`src/hdl/agenPkg.sv`:
```
`default_nettype none

package agenPkg;

   localparam int ADDR_W = 10;    // byte address
   localparam int PERIOD_W = 8;
   localparam int DELAY_W = 16;

   // 32-bit words, so strides are scaled by four
   localparam int BYTE_OFF_W = 2;

   // loop shape is shared by both sides, the pattern fields are per side
   typedef struct packed {
      logic [ADDR_W-1:0] iterations;
      logic [PERIOD_W-1:0] period;
      logic [PERIOD_W-1:0] duty;
      logic [DELAY_W-1:0] delay;
      logic [ADDR_W-1:0] start;
      logic signed [ADDR_W-1:0] shift;    // word step at the end of a period
      logic signed [ADDR_W-1:0] incr;     // word step inside the duty window
   } agCfg_t;

   typedef enum logic [3:0] {
      ITER = 4'd0,
      PERIOD = 4'd1,
      DUTY = 4'd2,
      DELAY = 4'd3,
      RD_START = 4'd4,
      RD_SHIFT = 4'd5,
      RD_INCR = 4'd6,
      WR_START = 4'd7,
      WR_SHIFT = 4'd8,
      WR_INCR = 4'd9
   } cfgIdx_e;

   // host register write strobe, the data is truncated to the field width
   typedef struct packed {
      logic en;
      cfgIdx_e idx;
      logic [15:0] data;
   } cfgWrite_t;

endpackage

`default_nettype wire

```
`src/hdl/streamCfgRegs.sv`:
```
`default_nettype none

module streamCfgRegs (
   input  logic clk,
   input  logic rst,
   input  agenPkg::cfgWrite_t cfgWr,
   input  logic idle,
   output agenPkg::agCfg_t rdCfg,
   output agenPkg::agCfg_t wrCfg
);

   logic [agenPkg::ADDR_W-1:0] iterReg;
   logic [agenPkg::PERIOD_W-1:0] periodReg;
   logic [agenPkg::PERIOD_W-1:0] dutyReg;
   logic [agenPkg::DELAY_W-1:0] delayReg;
   logic [agenPkg::ADDR_W-1:0] rdStart;
   logic signed [agenPkg::ADDR_W-1:0] rdShift;
   logic signed [agenPkg::ADDR_W-1:0] rdIncr;
   logic [agenPkg::ADDR_W-1:0] wrStart;
   logic signed [agenPkg::ADDR_W-1:0] wrShift;
   logic signed [agenPkg::ADDR_W-1:0] wrIncr;

   // a copy in progress keeps its shape, so writes are only taken while idle
   always_ff @(posedge clk or posedge rst) begin
      if (rst) begin
         iterReg <= '0;
         periodReg <= '0;
         dutyReg <= '0;
         delayReg <= '0;
         rdStart <= '0;
         rdShift <= '0;
         rdIncr <= '0;
         wrStart <= '0;
         wrShift <= '0;
         wrIncr <= '0;
      end else if (cfgWr.en && idle) begin
         case (cfgWr.idx)
            agenPkg::ITER: iterReg <= cfgWr.data[agenPkg::ADDR_W-1:0];
            agenPkg::PERIOD: periodReg <= cfgWr.data[agenPkg::PERIOD_W-1:0];
            agenPkg::DUTY: dutyReg <= cfgWr.data[agenPkg::PERIOD_W-1:0];
            agenPkg::DELAY: delayReg <= cfgWr.data[agenPkg::DELAY_W-1:0];
            agenPkg::RD_START: rdStart <= cfgWr.data[agenPkg::ADDR_W-1:0];
            agenPkg::RD_SHIFT: rdShift <= signed'(cfgWr.data[agenPkg::ADDR_W-1:0]);
            agenPkg::RD_INCR: rdIncr <= signed'(cfgWr.data[agenPkg::ADDR_W-1:0]);
            agenPkg::WR_START: wrStart <= cfgWr.data[agenPkg::ADDR_W-1:0];
            agenPkg::WR_SHIFT: wrShift <= signed'(cfgWr.data[agenPkg::ADDR_W-1:0]);
            agenPkg::WR_INCR: wrIncr <= signed'(cfgWr.data[agenPkg::ADDR_W-1:0]);
            default: ;    // unmapped indexes are dropped
         endcase
      end
   end

   always_comb begin
      rdCfg.iterations = iterReg;
      rdCfg.period = periodReg;
      rdCfg.duty = dutyReg;
      rdCfg.delay = delayReg;
      rdCfg.start = rdStart;
      rdCfg.shift = rdShift;
      rdCfg.incr = rdIncr;

      // destination follows the same loop shape
      wrCfg.iterations = iterReg;
      wrCfg.period = periodReg;
      wrCfg.duty = dutyReg;
      wrCfg.delay = delayReg;
      wrCfg.start = wrStart;
      wrCfg.shift = wrShift;
      wrCfg.incr = wrIncr;
   end

endmodule

`default_nettype wire

```
`config.mk`:
```
export PLATFORM = sky130hd
export DESIGN_NAME = streamCfgRegs
export DESIGN_NICKNAME = d
export VERILOG_FILES = /design/src/hdl/agenPkg.sv /design/src/hdl/streamCfgRegs.sv
export SDC_FILE = /design/constraint.sdc
export NUM_CORES = 1
export LEC_CHECK = 0
export CORE_ASPECT_RATIO = 1.2
export CORE_UTILIZATION = 55
export CTS_CLUSTER_SIZE = 40
export DETAILED_ROUTE_END_ITERATION = 7
export DONT_BUFFER_PORTS = 1
export GPL_ROUTABILITY_DRIVEN = 0
export PLACE_DENSITY_LB_ADDON = 0.05
export SYNTH_ARGS = -nofsm -noshare
export SYNTH_HDL_FRONTEND = slang
export SYNTH_SLANG_ARGS = --single-unit
```
`constraint.sdc`:
```
create_clock -name clk -period 3.7 [get_ports clk]
set_clock_uncertainty 0.2 [all_clocks]
set_input_delay 0.37 -clock clk [delete_from_list [all_inputs] [get_ports clk]]
set_output_delay 0.37 -clock clk [all_outputs]
set_load 0.01 [all_outputs]
```
==> run summary <==
Core Footprint -> 7360 sq um
Leakage -> 2.015 nW
DRC marker count from the first detailed-route iteration -> 45
CTS tree -> built
Fmax -> 544.9 MHz
Overflow after GRT -> 0
Most frequent cells in the layout -> 102 x dfrtp_1, 94 x mux2_2, 17 x dlygate4sd3_1
Placed Cells -> 313
Number of synthesis warnings -> 0
Site Rows -> 34
First-pass GRT wire length -> 12,130 um
Hpwl dp -> 5340 um
Min-delay src -> cfgWr[16]
Synthesized Nets -> 301
CP arrival -> 2.10 ns
Status -> finished, final reports clean
Die width -> 82.26 um
Initial antenna violation count -> 0
Clock transition at the registers of the reported paths -> 0.09 ns
Crit path capture type -> asynchronous set/reset pin
R2R Path Start -> delayReg[9]
CTS Buf Count -> 9
Startpoint types -> input port
DRC viols -> 0
Initial Utilization -> 57.77%
WL final -> 7840 um
Vias in the first global route -> 2,227
Crit path kind -> input port to asynchronous set/reset pin
Most common cell after layout, fill and taps aside -> dfrtp_1
Via count -> 2,017
Ratio of cells with drive above 1 in the final layout -> 48.83%
Max-cap violations -> 0
Max-slew violation count -> 0
Area of the mapped netlist -> 4252 sq um
Filler cells -> 579
Final #Nets -> 275
Layout area overhead -> 2.089%
Tot GR Track Use -> 20.60%
Hold Fails Final Rpt -> 0
Synth cell types -> 20
RSZ-0062 raised after global routing -> false
Mapped Cells -> 277
Final WS setup -> 1.865 ns
ANT nets after route -> 0
Worst-path fanout max -> 65
Worst-margin pin slew -> 0.7970 ns
Synthesized area per cell -> 15.35 sq um
Hold/Removal Path Class -> input port to flip-flop
Diode count -> 0
Max transition margin -> 46.69%
Clock sink total -> 102
Min Tclk post-route -> 1.835 ns
Fin Hold WS -> 0.1486 ns
Worst Path Required -> 3.97 ns
Clock latency on the worst-skew pair -> 0.34 ns
Setup crit start -> rst
Final Setup Violations -> 0
Root Buffer -> clkbuf_8
IR drop worst, VDD -> 387.4 uV
Dpl ws -> 1.629 ns
Die Y-Extent -> 98.31 um
I/O pins -> 168
Port-buffer cells -> 0
Pwr Density -> 590.7 nW/um^2
Largest net degree at the start of global routing -> 66
Setup Buffers After CTS -> 0
Final Instance Count excl. Fillers -> 346
Setup_tns -> 0 ns
Register area share after synthesis -> 60.04%
Vias per cell -> 5.829
Die Area -> 8087 sq um
Clock H-tree levels -> 3
Final period utilization -> 49.60%
Total iterations of the first detailed-routing run -> 4
FF+latch count, synth -> 102
Clock Tree Buf Depth -> 2
Wire per inst -> 22.66 um
## synth_stat cells
master    number  area (sq um)
mux2_4         8         120.1
inv_1          1         3.750
nand3b_1       1         7.510
mux2_2        94          1059
nor2_1         1         3.750
nand4_1        1         6.260
or4_1          1         7.510
dfrtp_1      102          2552
and4bb_2       1         12.51
nand3_1        1         5.000
nor3b_1        1         7.510
buf_1          8         30.03
buf_6          2         22.52
nand2b_1       3         18.77
buf_4         42         315.3
nor2_2         2         12.51
nor3_4         2         32.53
nand2_2        1         6.260
buf_2          4         20.02
nand4b_1       1         8.760
## layer usage
layer,GRT usage [%],vias to the layer above,wire [um]
li1,-,853,-
met1,24.83,1066,3130
met2,33.38,91,3899
met3,8.692,7,734
met4,5.668,0,76
met5,0,-,0
## final cells by class
type | instances | area, sq um | area share, %
Sequential cell | 102 | 2552 | 58.81
Multi-Input combinational cell | 118 | 1308 | 30.12
Timing Repair Buffer | 19 | 185.2 | 4.266
Clock buffer | 12 | 145.1 | 3.344
Tap cell | 90 | 112.6 | 2.594
Clock inverter | 4 | 31.28 | 0.7207
Inverter | 1 | 6.256 | 0.1441
## sequential cells by signal, indices dropped and copies added (netlist names)
signal / count
rdStart: 10
wrIncr: 10
wrStart: 10
rdShift: 10
dutyReg: 8
delayReg: 16
periodReg: 8
wrShift: 10
rdIncr: 10
iterReg: 10
## critical path, cell delays in order
cell	delay (ns)
dlygate4sd3_1	0.57
inv_4	0.57
buf_4	0.54
## timing repair
| item | 4_1_cts | 5_1_grt |
|---|---|---|
| gates resized for setup | 0 | 0 |
| hold endpoints to repair | 166 | 0 |
| hold buffers | 17 | 0 |
## per-stage QoR
| step | util, % | cell area [sq um] | power, mW |
|---|---|---|---|
| after floorplan | - | 4252 | 1.984 |
| after global placement | 54.27 | 3994 | 1.921 |
| after detailed placement | 54.27 | 3994 | 1.944 |
| after CTS | 58.98 | 4340 | 2.602 |
| after global routing | 58.98 | 4340 | 2.703 |
| final | 58.98 | 4340 | 2.564 |
## cell families (layout without fill, tap and decap cells)
logic type	count (synthesis)	in the layout	share of synthesized area, %
mux	102	102	27.72
flops	102	102	60.04
buf+inv	57	36	9.211
simple gates	16	16	3.031
## report_power, final
part	internal [mW]	switching [mW]	leakage, nW	total [mW]
combinational	0.181	0.0959	0.632	0.276
sequential	1.33	0.333	1.30	1.66
clock	0.266	0.358	0.0792	0.624
total	1.78	0.787	2.02	2.56
## path summary, 6_finish.rpt
check	endpoint	slack [ns]	depth (start not counted)
max reg2reg	delayReg[9]	2.62	1
max	rdShift[0]	1.86	3
max in group clk	wrIncr[2]	2.01	4
min reg2reg	rdStart[2]	0.39	1
min	rdIncr[6]	0.15	2
min in group asynchronous	wrShift[6]	0.44	2
Note: power is estimated with default switching activity, not from simulation.
