## config.mk

```make
export PLATFORM = sky130hd
export DESIGN_NAME = copyEngine
export DESIGN_NICKNAME = d
export VERILOG_FILES = /design/src/hdl/agenPkg.sv /design/src/hdl/memPkg.sv /design/src/hdl/copyEngine.sv
export SDC_FILE = /design/constraint.sdc
export NUM_CORES = 1
export LEC_CHECK = 0
export BUFFER_PORTS_ARGS = -buffer_cell sky130_fd_sc_hd__buf_2
export CAP_MARGIN = 40
export CORE_UTILIZATION = 25
export CTS_CLUSTER_DIAMETER = 30
export DETAILED_ROUTE_END_ITERATION = 8
export SYNTH_ARGS = -nofsm -noshare
export SYNTH_HDL_FRONTEND = slang
export SYNTH_SLANG_ARGS = --single-unit
```

## constraint.sdc

```tcl
create_clock -name clk -period 3.1 [get_ports clk]
set_input_delay 0.31 -clock clk [delete_from_list [all_inputs] [get_ports clk]]
set_output_delay 0.31 -clock clk [all_outputs]
set_load 0.01 [all_outputs]
```

## src/hdl/agenPkg.sv

```systemverilog
`default_nettype none

package agenPkg;

   localparam int ADDR_W = 10;    // byte address
   localparam int PERIOD_W = 8;
   localparam int DELAY_W = 16;

   // 32-bit words, so strides are scaled by four
   localparam int BYTE_OFF_W = 2;

   // loop shape is shared by both sides, the pattern fields are per side
   typedef struct packed {
      logic [ADDR_W-1:0] iterations;
      logic [PERIOD_W-1:0] period;
      logic [PERIOD_W-1:0] duty;
      logic [DELAY_W-1:0] delay;
      logic [ADDR_W-1:0] start;
      logic signed [ADDR_W-1:0] shift;    // word step at the end of a period
      logic signed [ADDR_W-1:0] incr;     // word step inside the duty window
   } agCfg_t;

   typedef enum logic [3:0] {
      ITER = 4'd0,
      PERIOD = 4'd1,
      DUTY = 4'd2,
      DELAY = 4'd3,
      RD_START = 4'd4,
      RD_SHIFT = 4'd5,
      RD_INCR = 4'd6,
      WR_START = 4'd7,
      WR_SHIFT = 4'd8,
      WR_INCR = 4'd9
   } cfgIdx_e;

   // host register write strobe, the data is truncated to the field width
   typedef struct packed {
      logic en;
      cfgIdx_e idx;
      logic [15:0] data;
   } cfgWrite_t;

endpackage

`default_nettype wire

```

## src/hdl/memPkg.sv

```systemverilog
`default_nettype none

package memPkg;

   localparam int DATA_W = 32;

   // word index into the scratchpad, the byte offset is dropped
   localparam int WORD_IDX_W = agenPkg::ADDR_W - agenPkg::BYTE_OFF_W;

   // host request, a read when we is low
   // the read word comes back one cycle later
   typedef struct packed {
      logic en;
      logic we;
      logic [WORD_IDX_W-1:0] wordIdx;
      logic [DATA_W-1:0] wdata;
   } hostReq_t;

endpackage

`default_nettype wire

```

## src/hdl/copyEngine.sv

```systemverilog
`default_nettype none

module copyEngine (
   input  logic clk,
   input  logic rst,
   input  logic run,
   input  memPkg::hostReq_t host,
   input  logic srcValid,
   input  logic [agenPkg::ADDR_W-1:0] srcAddr,
   output logic srcReady,
   input  logic srcDone,
   input  logic dstValid,
   input  logic [agenPkg::ADDR_W-1:0] dstAddr,
   output logic dstReady,
   input  logic dstDone,
   output logic rdEn,
   output logic [memPkg::WORD_IDX_W-1:0] rdIdx,
   input  logic [memPkg::DATA_W-1:0] rdData,
   output logic wrEn,
   output logic [memPkg::WORD_IDX_W-1:0] wrIdx,
   output logic [memPkg::DATA_W-1:0] wrData,
   output logic done
);

   logic busy;
   logic inFlight;    // a source read was issued on the previous edge
   logic [1:0] bufCount;
   logic bufWrPtr;
   logic bufRdPtr;
   logic [memPkg::DATA_W-1:0] bufData [2];
   logic srcXfer;
   logic dstXfer;
   logic [memPkg::WORD_IDX_W-1:0] srcWord;
   logic [memPkg::WORD_IDX_W-1:0] dstWord;

   assign srcWord = srcAddr[agenPkg::ADDR_W-1:agenPkg::BYTE_OFF_W];
   assign dstWord = dstAddr[agenPkg::ADDR_W-1:agenPkg::BYTE_OFF_W];

   // a read in flight already owns a buffer slot
   assign srcReady = ({1'b0, inFlight} + bufCount) < 2'd2;
   assign dstReady = (bufCount != 2'd0);
   assign srcXfer = srcValid && srcReady;
   assign dstXfer = dstValid && dstReady;

   // port A serves the host when idle and the source side during a copy
   assign rdEn = busy ? srcXfer : (host.en && !host.we);
   assign rdIdx = busy ? srcWord : host.wordIdx;
   assign wrEn = busy ? dstXfer : (host.en && host.we);
   assign wrIdx = busy ? dstWord : host.wordIdx;
   assign wrData = busy ? bufData[bufRdPtr] : host.wdata;
   assign done = !busy;

   always_ff @(posedge clk or posedge rst) begin
      if (rst) begin
         busy <= 1'b0;
         inFlight <= 1'b0;
         bufCount <= '0;
         bufWrPtr <= 1'b0;
         bufRdPtr <= 1'b0;
      end else begin
         if (run) begin
            busy <= 1'b1;
         end else if (srcDone && dstDone && !inFlight && bufCount == 2'd0) begin
            busy <= 1'b0;
         end
         inFlight <= srcXfer;
         bufCount <= bufCount + {1'b0, inFlight} - {1'b0, dstXfer};
         if (inFlight) bufWrPtr <= !bufWrPtr;
         if (dstXfer) bufRdPtr <= !bufRdPtr;
      end
   end

   always_ff @(posedge clk) begin
      if (inFlight) begin
         bufData[bufWrPtr] <= rdData;
      end
   end

   // host access during a copy is ignored
   hostWhenIdle: assert property (@(posedge clk) disable iff (rst)
      host.en |-> done);

   // both generators stay quiet until the copy they belong to has started
   validOnlyBusy: assert property (@(posedge clk) disable iff (rst)
      !busy |-> !srcValid && !dstValid);

endmodule

`default_nettype wire

```

==> results.yml <==
logic_synthesis:
  synth_warnings: 0
  yosysUniqueCellTypes: 21
  syn_area_sq_um: 3120
  syn_inst: 243
  seq_area_frac_synth_pct: 66.3
  ys_top_cells_by_area: "edfxtp_1 (62%), mux2i_1 (10%), a21oi_1 (5.1%)"
  yosysTopAreaCell: "edfxtp_1"
  synth.most_common_cell: "edfxtp_1"
  ys.flop_type: "edfxtp_1"
  synthArstFlopShare_pct: 8.57
  synth_area_per_cell_sq_um: 12.9
  synth_edf_count: 64
  synth.net_count: 346
  synth_commonest_cells: "edfxtp_1 (64), nor2_1 (35), a21oi_1 (32), mux2i_1 (32), nand2_1 (32)"
  synth.top_cell.area_share_pct: 61.5
  synth-seq-cells: 70
detailed_routing:
  viasPerCell: 4.05
  drtAntennaViolNets: 0
  vias: 2301
  dr.first_iter.drc_count: 81
  drtPass1Iterations: 4
  wirelength_mm: 6.85
  wire_per_inst_microns: 12.1
  remaining_drc_errors: 0
floorplan:
  die_x_microns: 114
  dieHeight_microns: 114
  rows: 40
  die-area_sq_um: 12900
  initial_core_util_pct: 25.8
  core_area_sq_um: 12100
  pin_count: 154
cts:
  tritoncts: "built"
  clock-sinks: 70
  cts_made_buffers: 9
  clockBufferDepth: 2
  worstSkewPairLatency_ps: 320
  cts.clk_slew.worst_paths_ps: 60
  cts_root_buffer: "clkbuf_16"
  htreeDepth: 3
final_layout:
  nets: 498
  n_antenna_cell: 0
  fin_util_pct: 36.2
  fin_area_sq_um: 4390
  syn2layout_area_growth_pct: 40.5
  drive_gt1_share_pct: 43.3
  instances_no_fill: 568
sta:
  finalHoldViolCount: 0
  relSlewSlack_pct: 56.2
  timing.final.ws_setup_ps: 958
  tns_ps: 0
  timing.final.crit_share_pct: 69.1
  rsz0062_at_grt: "no"
  clock.fmax_ghz: 0.467
  finalClockSkew_ps: 5.76
  worst_pin_slew_ps: 657
  drv_slew: 0
  finalCriticalPeriod_ps: 2140
  finalSetupViolCount: 0
worst_setup_path:
  r2r_end: "bufData[0][3]"
  path_cells: "buf_12 -> nand2b_1 -> nand2_1 -> buf_2"
  worstSetupStartpoint: "busy"
  worstSetupStartpointType: "flop"
  reg2reg_depth: 2
  cp.arrival_ps: 1830
  rrSetupSlack_ps: 1610
  setup.worst_path.class: "flop to output port"
  cp_slowest_cell: "dfrtp_2"
  crit_end: "wrIdx[3]"
  end_kind: "output port"
  worstPathRequired_ps: 2790
  timing.rr.start: "inFlight"
  path_max_fanout: 56
  critPathMaxStageDelay_ps: 790
power_and_ir_drop:
  ir_drop_uv: 293
  p_leak_nw: 1.97
  power_density_nw_per_um2: 868
global_routing:
  grt_pass1_wl_mm: 10.3
  grt_max_degree: 57
  grt_pass1_vias: 2156
  grt_usage_pct: 10.6
  grt.overflow.total: 0
  antenna_found_initial: 0
placed_design:
  portBuffers: 149
  postPlaceCellArea_sq_um: 4050
  finalWeightedCongestion: 0.693
  dpl.hpwl_mm: 5.08
  pre_cts_slack_ps: 1280
  dp.cells: 551
hold_path:
  hold_path_class: "primary input to flop"
outcome:
  status: "finished clean"
job:
  maxCapViolCount: 0
state kept, by name, summed over array words and instances (netlist names):
register  flops
bufRdPtr      1
inFlight      1
bufData      64
busy          1
bufCount      2
bufWrPtr      1
final cells by class:
| class | instances | area [sq um] |
|---|---|---|
| Sequential cell | 70 | 2070 |
| Inverter | 6 | 22.5 |
| Multi-Input combinational cell | 153 | 911 |
| Tap cell | 168 | 210 |
| Clock buffer | 10 | 229 |
| Timing Repair Buffer | 155 | 846 |
| Clock inverter | 6 | 95.1 |
| Fill cell | 1232 | 7720 |
where the power goes:
group / internal (W) / total, W / switching [W] / leakage (nW)
sequential: 0.00130 / 0.00143 / 0.000129 / 0.655
combinational: 0.000603 / 0.00128 / 0.000679 / 1.15
clock: 0.000711 / 0.00110 / 0.000384 / 0.157
per-stage QoR:
step	power, W	hold WS, ps
floorplan	0.00230	101
global placement	0.00269	228
detailed placement	0.00277	232
CTS	0.00389	160
global route	0.00405	156
finish	0.00381	172
cells in the final DEF, fill, tap and decap left out, types with 2 or more instances in the layout:
cell type,instances
xnor2_1,2
clkbuf_16,9
nand2_1,32
nor2_1,35
edfxtp_1,64
inv_1,6
ha_1,2
clkinv_4,3
xor2_1,2
dfrtp_2,2
buf_16,2
dfrtp_1,4
nand2b_1,8
a21oi_1,32
mux2i_1,32
buf_4,2
buf_2,149
bufinv_16,2
worst min path at each step:
stage | start | end | cells past startpoint
final | rdData[11] | bufData[1][11] | 1
after global placement | rst | inFlight | 2
after detailed placement | rst | inFlight | 2
after global routing | rdData[23] | bufData[1][23] | 1
after floorplan | rst | bufCount[0] | 1
after CTS | rdData[11] | bufData[1][11] | 1
timing repair:
item,4_1_cts,5_1_grt
endpoints found under the hold margin,6,0
hold buffers,1,0
buffers inserted,0,0
resized for setup,0,0
critical path, delay by kind of cell (launching register included):
| family | cells | cell delay (ps) |
|---|---|---|
| flip-flops | 1 | 790 |
| buffers and inverters | 2 | 450 |
| AND/OR/NAND/NOR | 2 | 260 |
cells by family after synthesis:
group / after synthesis / share of synthesized area [%]
muxes: 32 / 10.3
DFF: 70 / 66.3
xor gates and xnor gates: 4 / 1.12
and+or+nand+nor: 79 / 10.5
buffers and inverters: 20 / 4.77
AOI/OAI and AO/OA: 36 / 6.25
adders and majority gates: 2 / 0.801
layer usage:
layer	part of all wire (%)	up-vias	track usage [%]
met5	0	-	0
met4	1.0	0	3.42
met3	6.4	6	3.19
met2	52	87	19.8
met1	41	1043	11.4
li1	-	1165	-
Note: power is estimated with default switching activity, not from simulation.
