## src/hdl/agenPkg.sv

```systemverilog
`default_nettype none

package agenPkg;

   localparam int ADDR_W = 10;    // byte address
   localparam int PERIOD_W = 8;
   localparam int DELAY_W = 16;

   // 32-bit words, so strides are scaled by four
   localparam int BYTE_OFF_W = 2;

   // loop shape is shared by both sides, the pattern fields are per side
   typedef struct packed {
      logic [ADDR_W-1:0] iterations;
      logic [PERIOD_W-1:0] period;
      logic [PERIOD_W-1:0] duty;
      logic [DELAY_W-1:0] delay;
      logic [ADDR_W-1:0] start;
      logic signed [ADDR_W-1:0] shift;    // word step at the end of a period
      logic signed [ADDR_W-1:0] incr;     // word step inside the duty window
   } agCfg_t;

   typedef enum logic [3:0] {
      ITER = 4'd0,
      PERIOD = 4'd1,
      DUTY = 4'd2,
      DELAY = 4'd3,
      RD_START = 4'd4,
      RD_SHIFT = 4'd5,
      RD_INCR = 4'd6,
      WR_START = 4'd7,
      WR_SHIFT = 4'd8,
      WR_INCR = 4'd9
   } cfgIdx_e;

   // host register write strobe, the data is truncated to the field width
   typedef struct packed {
      logic en;
      cfgIdx_e idx;
      logic [15:0] data;
   } cfgWrite_t;

endpackage

`default_nettype wire

```

## src/hdl/stridedAddrGen.sv

```systemverilog
`default_nettype none

module stridedAddrGen (
   input  logic clk,
   input  logic rst,
   input  logic run,
   input  agenPkg::agCfg_t cfg,
   output logic valid,
   input  logic ready,
   output logic [agenPkg::ADDR_W-1:0] addr,
   output logic done
);

   logic [agenPkg::DELAY_W-1:0] delayCnt;
   logic [agenPkg::PERIOD_W-1:0] perCnt;
   logic [agenPkg::ADDR_W-1:0] iterCnt;
   logic perLast;
   logic iterLast;
   logic xfer;

   // a period or iteration count of zero behaves like one
   assign perLast = ({1'b0, perCnt} + 1'b1) >= {1'b0, cfg.period};
   assign iterLast = ({1'b0, iterCnt} + 1'b1) >= {1'b0, cfg.iterations};
   assign xfer = valid && ready;

   always_ff @(posedge clk or posedge rst) begin
      if (rst) begin
         delayCnt <= '0;
         perCnt <= '0;
         iterCnt <= '0;
         addr <= '0;
         valid <= 1'b0;
         done <= 1'b1;
      end else if (run) begin
         delayCnt <= cfg.delay;
         perCnt <= '0;
         iterCnt <= '0;
         addr <= cfg.start;
         valid <= (cfg.delay == '0);
         done <= 1'b0;
      end else if (delayCnt != '0) begin
         delayCnt <= delayCnt - 1'b1;
         // the count is nonzero here, so this is the step from one to zero
         valid <= (delayCnt[agenPkg::DELAY_W-1:1] == '0);
      end else if (xfer) begin
         if (perLast) begin
            perCnt <= '0;
            if (iterLast) begin
               iterCnt <= '0;
               valid <= 1'b0;
               done <= 1'b1;
            end else begin
               iterCnt <= iterCnt + 1'b1;
               addr <= addr + (cfg.shift << agenPkg::BYTE_OFF_W);    // wraps at ADDR_W
            end
         end else begin
            perCnt <= perCnt + 1'b1;
            if (perCnt < cfg.duty) begin
               addr <= addr + (cfg.incr << agenPkg::BYTE_OFF_W);
            end
         end
      end
   end

   // the consumer may sample addr late, so a stalled address must hold
   addrHold: assert property (@(posedge clk) disable iff (rst)
      valid && !ready |=> $stable(addr));

   // restarting mid sequence would drop addresses the engine still expects
   runWhenDone: assert property (@(posedge clk) disable iff (rst)
      run |-> done);

endmodule

`default_nettype wire

```

## config.mk

```make
export PLATFORM = sky130hd
export DESIGN_NAME = stridedAddrGen
export DESIGN_NICKNAME = d
export VERILOG_FILES = /design/src/hdl/agenPkg.sv /design/src/hdl/stridedAddrGen.sv
export SDC_FILE = /design/constraint.sdc
export NUM_CORES = 1
export LEC_CHECK = 0
export BUFFER_PORTS_ARGS = -buffer_cell sky130_fd_sc_hd__buf_4
export CORE_MARGIN = 2
export CORE_UTILIZATION = 49
export DETAILED_ROUTE_END_ITERATION = 10
export PLACE_DENSITY = 0.74
export SETUP_SLACK_MARGIN = 0.3
export SLEW_MARGIN = 20
export SYNTH_ARGS = -nofsm -noshare
export SYNTH_HDL_FRONTEND = slang
export SYNTH_SLANG_ARGS = --single-unit
export TNS_END_PERCENT = 20
```

## constraint.sdc

```tcl
create_clock -name clk -period 11.5 [get_ports clk]
set_input_delay 1.15 -clock clk [delete_from_list [all_inputs] [get_ports clk]]
set_output_delay 1.15 -clock clk [all_outputs]
set_load 0.05 [all_outputs]
```

==> impl_metrics.tcl, run 1 <==
set metrics [dict create \
    layout.cells.non_filler 570 \
    synth_area_um2 3508 \
    clock_power_share 0.271 \
    cp_top_family "compound AO/OA/AOI/OAI gates" \
    cp-start-kind "flip-flop" \
    maxSlewHeadroom 0.4852 \
    numCtsBuffers 5 \
    holdWs_ns 0.5169 \
    syn_to_final_growth_pct 22.54 \
    root_buffer "clkbuf_8" \
    path_cells "ha_1 -> and3_1 -> xor2_1 -> ha_1 -> a21oi_1 -> a21boi_0 -> a311oi_1 -> nand2_1 -> mux2_2 -> ha_1 -> fa_1 -> a21o_1 -> a21oi_1 -> o21bai_1 -> a21oi_1 -> xnor2_1 -> mux2i_1 -> o21ai_1" \
    final_hold_viol_count 0 \
    cp-end-kind "flip-flop" \
    tns_ns 0 \
    dp_hpwl_mm 5.822 \
    port_buffers 83 \
    combPwrFrac 0.248 \
    post-cts-setup-buffers 0 \
    cts.sinks 46 \
    status "completed" \
    finalPower_uw 376.6 \
    start_util 0.5107 \
    die_height_um 88.62 \
    ys_warn_count 0 \
    final_cell_area_um2 4299 \
    critical_path_class "reg2reg" \
    grt_overflow_total 0 \
    cts-htree-levels 2 \
    cap_violations 0 \
    synth_edf_count 0 \
    routed-via-count 3012 \
    wl_per_cell_um 12.99 \
    grt_usage 0.2002 \
    final_common_cell "buf_4" \
    slew_viol_final 0 \
    ys_seq_area_frac 0.3285 \
    globalplace.congestion 0.7985 \
    viasPerCell 5.284 \
    ys_async_sr_fraction 1.000 \
    swShare 0.2979 \
    coreArea_um2 6869 \
    grt_setup_unrepaired "false" \
    fp.dieArea_um2 7853 \
    ant_nets 0 \
    worst-path-buf-inv 0 \
    syn_inst 392 \
    min_period_over_period 0.4329 \
    p_switching_uw 112.2 \
    ys.flop_type "dfrtp_1" \
    cp_data_required_time_ns 11.73 \
    synthTopCellsByArea "dfrtp_1 (32%), ha_1 (13%), nand2_1 (5.1%)" \
    setup_viol 0 \
    min_path_type "reg2reg" \
    die_width_um 88.62 \
    antenna_found_initial 0 \
    most-common-layout-cells "buf_4 (83), nand2_1 (48), dfrtp_1 (45)" \
    dpl_cell_area_um2 4207 \
    cts_resized 0 \
    fmax_mhz 200.9 \
    diodes 0 \
    synth_top_cell_area_share 0.3210 \
    yosysTopAreaCell "dfrtp_1" \
    p_leak_uw 0.002190 \
    max_stage_delay_ns 0.56 \
    period_needed_ns 4.979 \
    totalWireLength_mm 7.403 \
    tightestPinTransition_ns 0.7714 \
    slowest_stage "nand2_1" \
    io_pins 88 \
    clk-insertion-delay-late_ns 0.30 \
    finClkSkew_ns 0.008692 \
    synth_nets 505 \
    syn_avg_cell_area_um2 8.950 \
    synth_seq_cells 46 \
    drc_errors 0 \
    yosys.cell_types.count 51 \
    drt_iter0_drc 107 \
    p_int_uw 264.4 \
    grt_start_max_net_pins 58 \
    cts_tree "yes" \
    row_count 30 \
    cts_max_path_buffers 2 \
    grt_pass1_vias 2960 \
    nets 586 \
    grt_pass1_wl_mm 12.36 \
    power.density_nw_per_um2 87.59 \
    clk_pin_slew_ns 0.08 \
    drtPass1Iterations 4 \
    arrival_ns 5.21 \
    ir_drop_mv 0.06603 \
    place_inst 562 \
    critPathMaxFanout 16 \
    ctsHoldBuffers 0 \
    drive_above_1_share 0.2321 \
    seqPwrFrac 0.481 \
]
-- final cells by class --
class / count / area [um^2]
flip-flops and latches: 46 / 1152
clock buffers: 7 / 86.33
well taps: 96 / 120.1
fillers: 607 / 2570
repair buffers: 83 / 623.1
multi-input cells: 308 / 2202
clock inverters: 1 / 5.005
inverters: 29 / 110.1
-- flip-flops by register name, summed over array words and instances (netlist names) --
register and count:
delayCnt 16, addr 10, iterCnt 10, perCnt 8, done 1, valid 1
-- tightest hold or removal path, cell delays in order, from the launching register on --
cell	delay, ns
dfrtp_1	0.38
nand2_1	0.06
nand2_1	0.05
-- power groups by stage --
| stage | Clock (uW) | Combinational, uW | Sequential [uW] |
|---|---|---|---|
| 2_1_floorplan | 0 | 47.9 | 194 |
| 3_3_place_gp | 0 | 90.9 | 184 |
| 3_5_place_dp | 0 | 93.5 | 184 |
| 4_1_cts | 106 | 94.3 | 181 |
| 5_1_grt | 112 | 104 | 183 |
| 6_report | 102 | 93.3 | 181 |
-- layer usage --
| metal | wire (um) | vias to the layer above | track usage | part of all wire |
|---|---|---|---|---|
| li1 | - | 1552 | - | - |
| met1 | 3237 | 1399 | 0.2392 | 0.44 |
| met2 | 3801 | 55 | 0.3664 | 0.51 |
| met3 | 294 | 6 | 0.03451 | 0.040 |
| met4 | 70 | 0 | 0.06198 | 0.0095 |
| met5 | 0 | - | 0 | 0 |
-- worst paths after layout --
| path | start | endpoint | slack (ns) | depth (start not counted) |
|---|---|---|---|---|
| setup / recovery | perCnt[0]$_DFFE_PP0P_ | addr[8]$_DFFE_PP0N_ | 6.52 | 18 |
| min in group asynchronous | rst | delayCnt[12]$_DFFE_PP0P_ | 0.96 | 2 |
| hold reg to reg | iterCnt[4]$_DFFE_PP0P_ | iterCnt[4]$_DFFE_PP0P_ | 0.52 | 2 |
| max in group asynchronous | rst | iterCnt[5]$_DFFE_PP0P_ | 10.06 | 2 |
| setup reg to reg | perCnt[0]$_DFFE_PP0P_ | addr[8]$_DFFE_PP0N_ | 6.52 | 18 |
| hold / removal | iterCnt[4]$_DFFE_PP0P_ | iterCnt[4]$_DFFE_PP0P_ | 0.52 | 2 |
-- Yosys cell counts, types with 2 or more instances --
cell / count
xnor2_1: 19
a21o_1: 5
ha_1: 36
mux2i_1: 8
a211o_1: 2
a311oi_1: 2
o21ai_1: 9
and4_1: 2
mux2_2: 10
inv_1: 29
nand2b_1: 12
nor3b_2: 2
o21bai_1: 2
nor3b_1: 2
nor2_1: 14
nand4_1: 4
nor3_1: 11
clkbuf_1: 7
nand4b_1: 3
nor4_1: 5
dfrtp_1: 45
xor2_1: 12
nor2b_1: 4
o211ai_1: 2
nand2_1: 48
o31ai_1: 5
o21ai_0: 29
and3_1: 10
a22o_1: 4
nand3_1: 14
a21oi_1: 15
-- metrics by stage --
| step | setup WS (ns) | utilization |
|---|---|---|
| 6_report | 6.521 | 0.6259 |
| 5_1_grt | 6.151 | 0.6259 |
| 4_1_cts | 6.496 | 0.6257 |
| 3_5_place_dp | 6.377 | 0.6124 |
| 3_3_place_gp | 6.471 | 0.6124 |
| 2_1_floorplan | 7.004 | - |
-- cell families (layout without fill, tap and decap cells) --
family	Yosys count	count (layout)	synth area share
mux	18	18	0.05492
simple gates	140	140	0.2168
buf+inv	38	120	0.04387
compound gates	82	82	0.1444
xor+xnor	31	31	0.07739
fa+ha+maj	37	37	0.1341
flops	46	46	0.3285
No activity file was read; power rests on OpenSTA's default activity.
==> inputs of run 2 (changes only) <==
Clock period 11.5 ns to 4.7 ns, I/O delays scaled along.
==> impl_metrics.tcl, run 2 (synthesis gave the netlist of run 1 again) <==
set metrics [dict create \
    setup_ws_ns 0.5310 \
    routed-via-count 3086 \
    start_util 0.5107 \
    drive_above_1_share 0.2500 \
    cp-end-kind "flip-flop" \
    drtPass1Iterations 4 \
    layout.cells.non_filler 572 \
    cp_data_required_time_ns 4.93 \
    place_inst 564 \
    die_height_um 88.62 \
    ir_drop_mv 0.1800 \
    status "completed" \
    regToRegEndpoint "addr[8]$_DFFE_PP0N_" \
    cts.sinks 46 \
    top_regs "delayCnt (16), addr (10), iterCnt (10)" \
    most-common-layout-cells "buf_4 (85), nand2_1 (47), dfrtp_1 (43)" \
    cts_max_path_buffers 2 \
    final_hold_viol_count 0 \
    final_common_cell "buf_4" \
    critPathMaxFanout 5 \
    row_count 30 \
    dpl_cell_area_um2 4222 \
    grt_pass1_vias 2916 \
    viasPerCell 5.395 \
    cts-htree-levels 2 \
    post-place-ws_ns 0.4282 \
    drc_errors 0 \
    numCtsBuffers 5 \
    largest_register_ffs 16 \
    period_needed_ns 4.169 \
    tns_ns 0 \
    maxSlewHeadroom 0.4623 \
    syn_to_final_growth_pct 23.43 \
    post-cts-setup-buffers 0 \
    grt_setup_unrepaired "false" \
    globalplace.congestion 0.7914 \
    largest_register "delayCnt" \
    fmax_mhz 239.9 \
    grt_pass1_wl_mm 12.23 \
    cts_resized 0 \
    setup_viol 0 \
    clk-insertion-delay-late_ns 0.30 \
    dp_hpwl_mm 5.941 \
    arrival_ns 4.40 \
    cp-start-kind "flip-flop" \
    finClkSkew_ns 0.008034 \
    cap_violations 0 \
    clk_pin_slew_ns 0.09 \
    holdWs_ns 0.2884 \
    coreArea_um2 6869 \
    antenna_found_initial 0 \
    final_cell_area_um2 4330 \
    cp_top_family "compound AO/OA/AOI/OAI gates" \
    slew_viol_final 0 \
    worst-path-buf-inv 0 \
    grt_usage 0.1953 \
    p_leak_uw 0.002190 \
    ctsHoldBuffers 0 \
    fp.dieArea_um2 7853 \
    drt_iter0_drc 96 \
    reg2reg_slack_ns 0.53 \
    crit_start "perCnt[1]$_DFFE_PP0P_" \
    nets 588 \
    max_stage_delay_ns 0.43 \
    tightestPinTransition_ns 0.7997 \
    critical_path_class "reg2reg" \
    grt_start_max_net_pins 58 \
    root_buffer "clkbuf_8" \
    power.density_nw_per_um2 213.0 \
    min_period_over_period 0.8870 \
    totalWireLength_mm 7.663 \
    port_buffers 83 \
    slowest_stage "dfrtp_1" \
    r2r_cells 18 \
    diodes 0 \
    ant_nets 0 \
    wl_per_cell_um 13.40 \
    grt_overflow_total 0 \
    io_pins 88 \
    timing.rr.start "perCnt[1]$_DFFE_PP0P_" \
    die_width_um 88.62 \
    cts_tree "yes" \
    path_cells "ha_2 -> and3_1 -> xor2_1 -> ha_1 -> a21oi_1 -> a21boi_0 -> a311oi_2 -> nand2_2 -> mux2_2 -> ha_1 -> fa_1 -> a21o_1 -> a21oi_2 -> o21bai_1 -> a21oi_1 -> xnor2_1 -> mux2i_1 -> o21ai_1" \
    min_path_type "in2async" \
]
-- run 2: area by class of cell --
| cell class | count | area (um^2) |
|---|---|---|
| repair buffers | 85 | 638.1 |
| clock buffers | 5 | 68.82 |
| inverters | 29 | 110.1 |
| well taps | 96 | 120.1 |
| multi-input cells | 308 | 2217 |
| flip-flops and latches | 46 | 1155 |
| clock inverters | 3 | 21.27 |
| fillers | 635 | 2539 |
-- run 2: worst reg2reg max path, stage by stage (launching register included) --
cell and delay [ns]:
dfrtp_1 0.43, ha_2 0.26, and3_1 0.27, xor2_1 0.18, ha_1 0.27, a21oi_1 0.12, a21boi_0 0.12, a311oi_2 0.31
nand2_2 0.14, mux2_2 0.32, ha_1 0.21, fa_1 0.43, a21o_1 0.20, a21oi_2 0.18, o21bai_1 0.08, a21oi_1 0.18
xnor2_1 0.14, mux2i_1 0.11, o21ai_1 0.15
-- run 2: how the worst max path moves through the flow --
stage / end / cells after the start
2_1_floorplan: addr[8]$_DFFE_PP0N_ / 19
3_3_place_gp: addr[8]$_DFFE_PP0N_ / 18
3_5_place_dp: addr[8]$_DFFE_PP0N_ / 18
4_1_cts: addr[8]$_DFFE_PP0N_ / 18
5_1_grt: addr[8]$_DFFE_PP0N_ / 18
6_report: addr[8]$_DFFE_PP0N_ / 18
-- run 2: where the power goes --
group	total [uW]	switching (uW)	internal, uW	leakage, uW
clock network	248	143	105	0.0000441
logic	230	120	110	0.00156
registers	444	25.1	419	0.000585
total	922	289	633	0.00219
-- run 2: per-stage QoR --
stage | util | power, uW
after floorplan | - | 591.4
after global placement | 0.6146 | 672.7
after detailed placement | 0.6146 | 681.6
after CTS | 0.6277 | 929.4
after global routing | 0.6304 | 971.9
final | 0.6304 | 922.2
-- run 2: metal layers --
metal	global-route usage	vias to the layer above	part of all wire
li1	-	1556	-
met3	0.02425	9	0.036
met2	0.3534	57	0.51
met1	0.2429	1464	0.44
met4	0.05923	0	0.011
met5	0	-	0
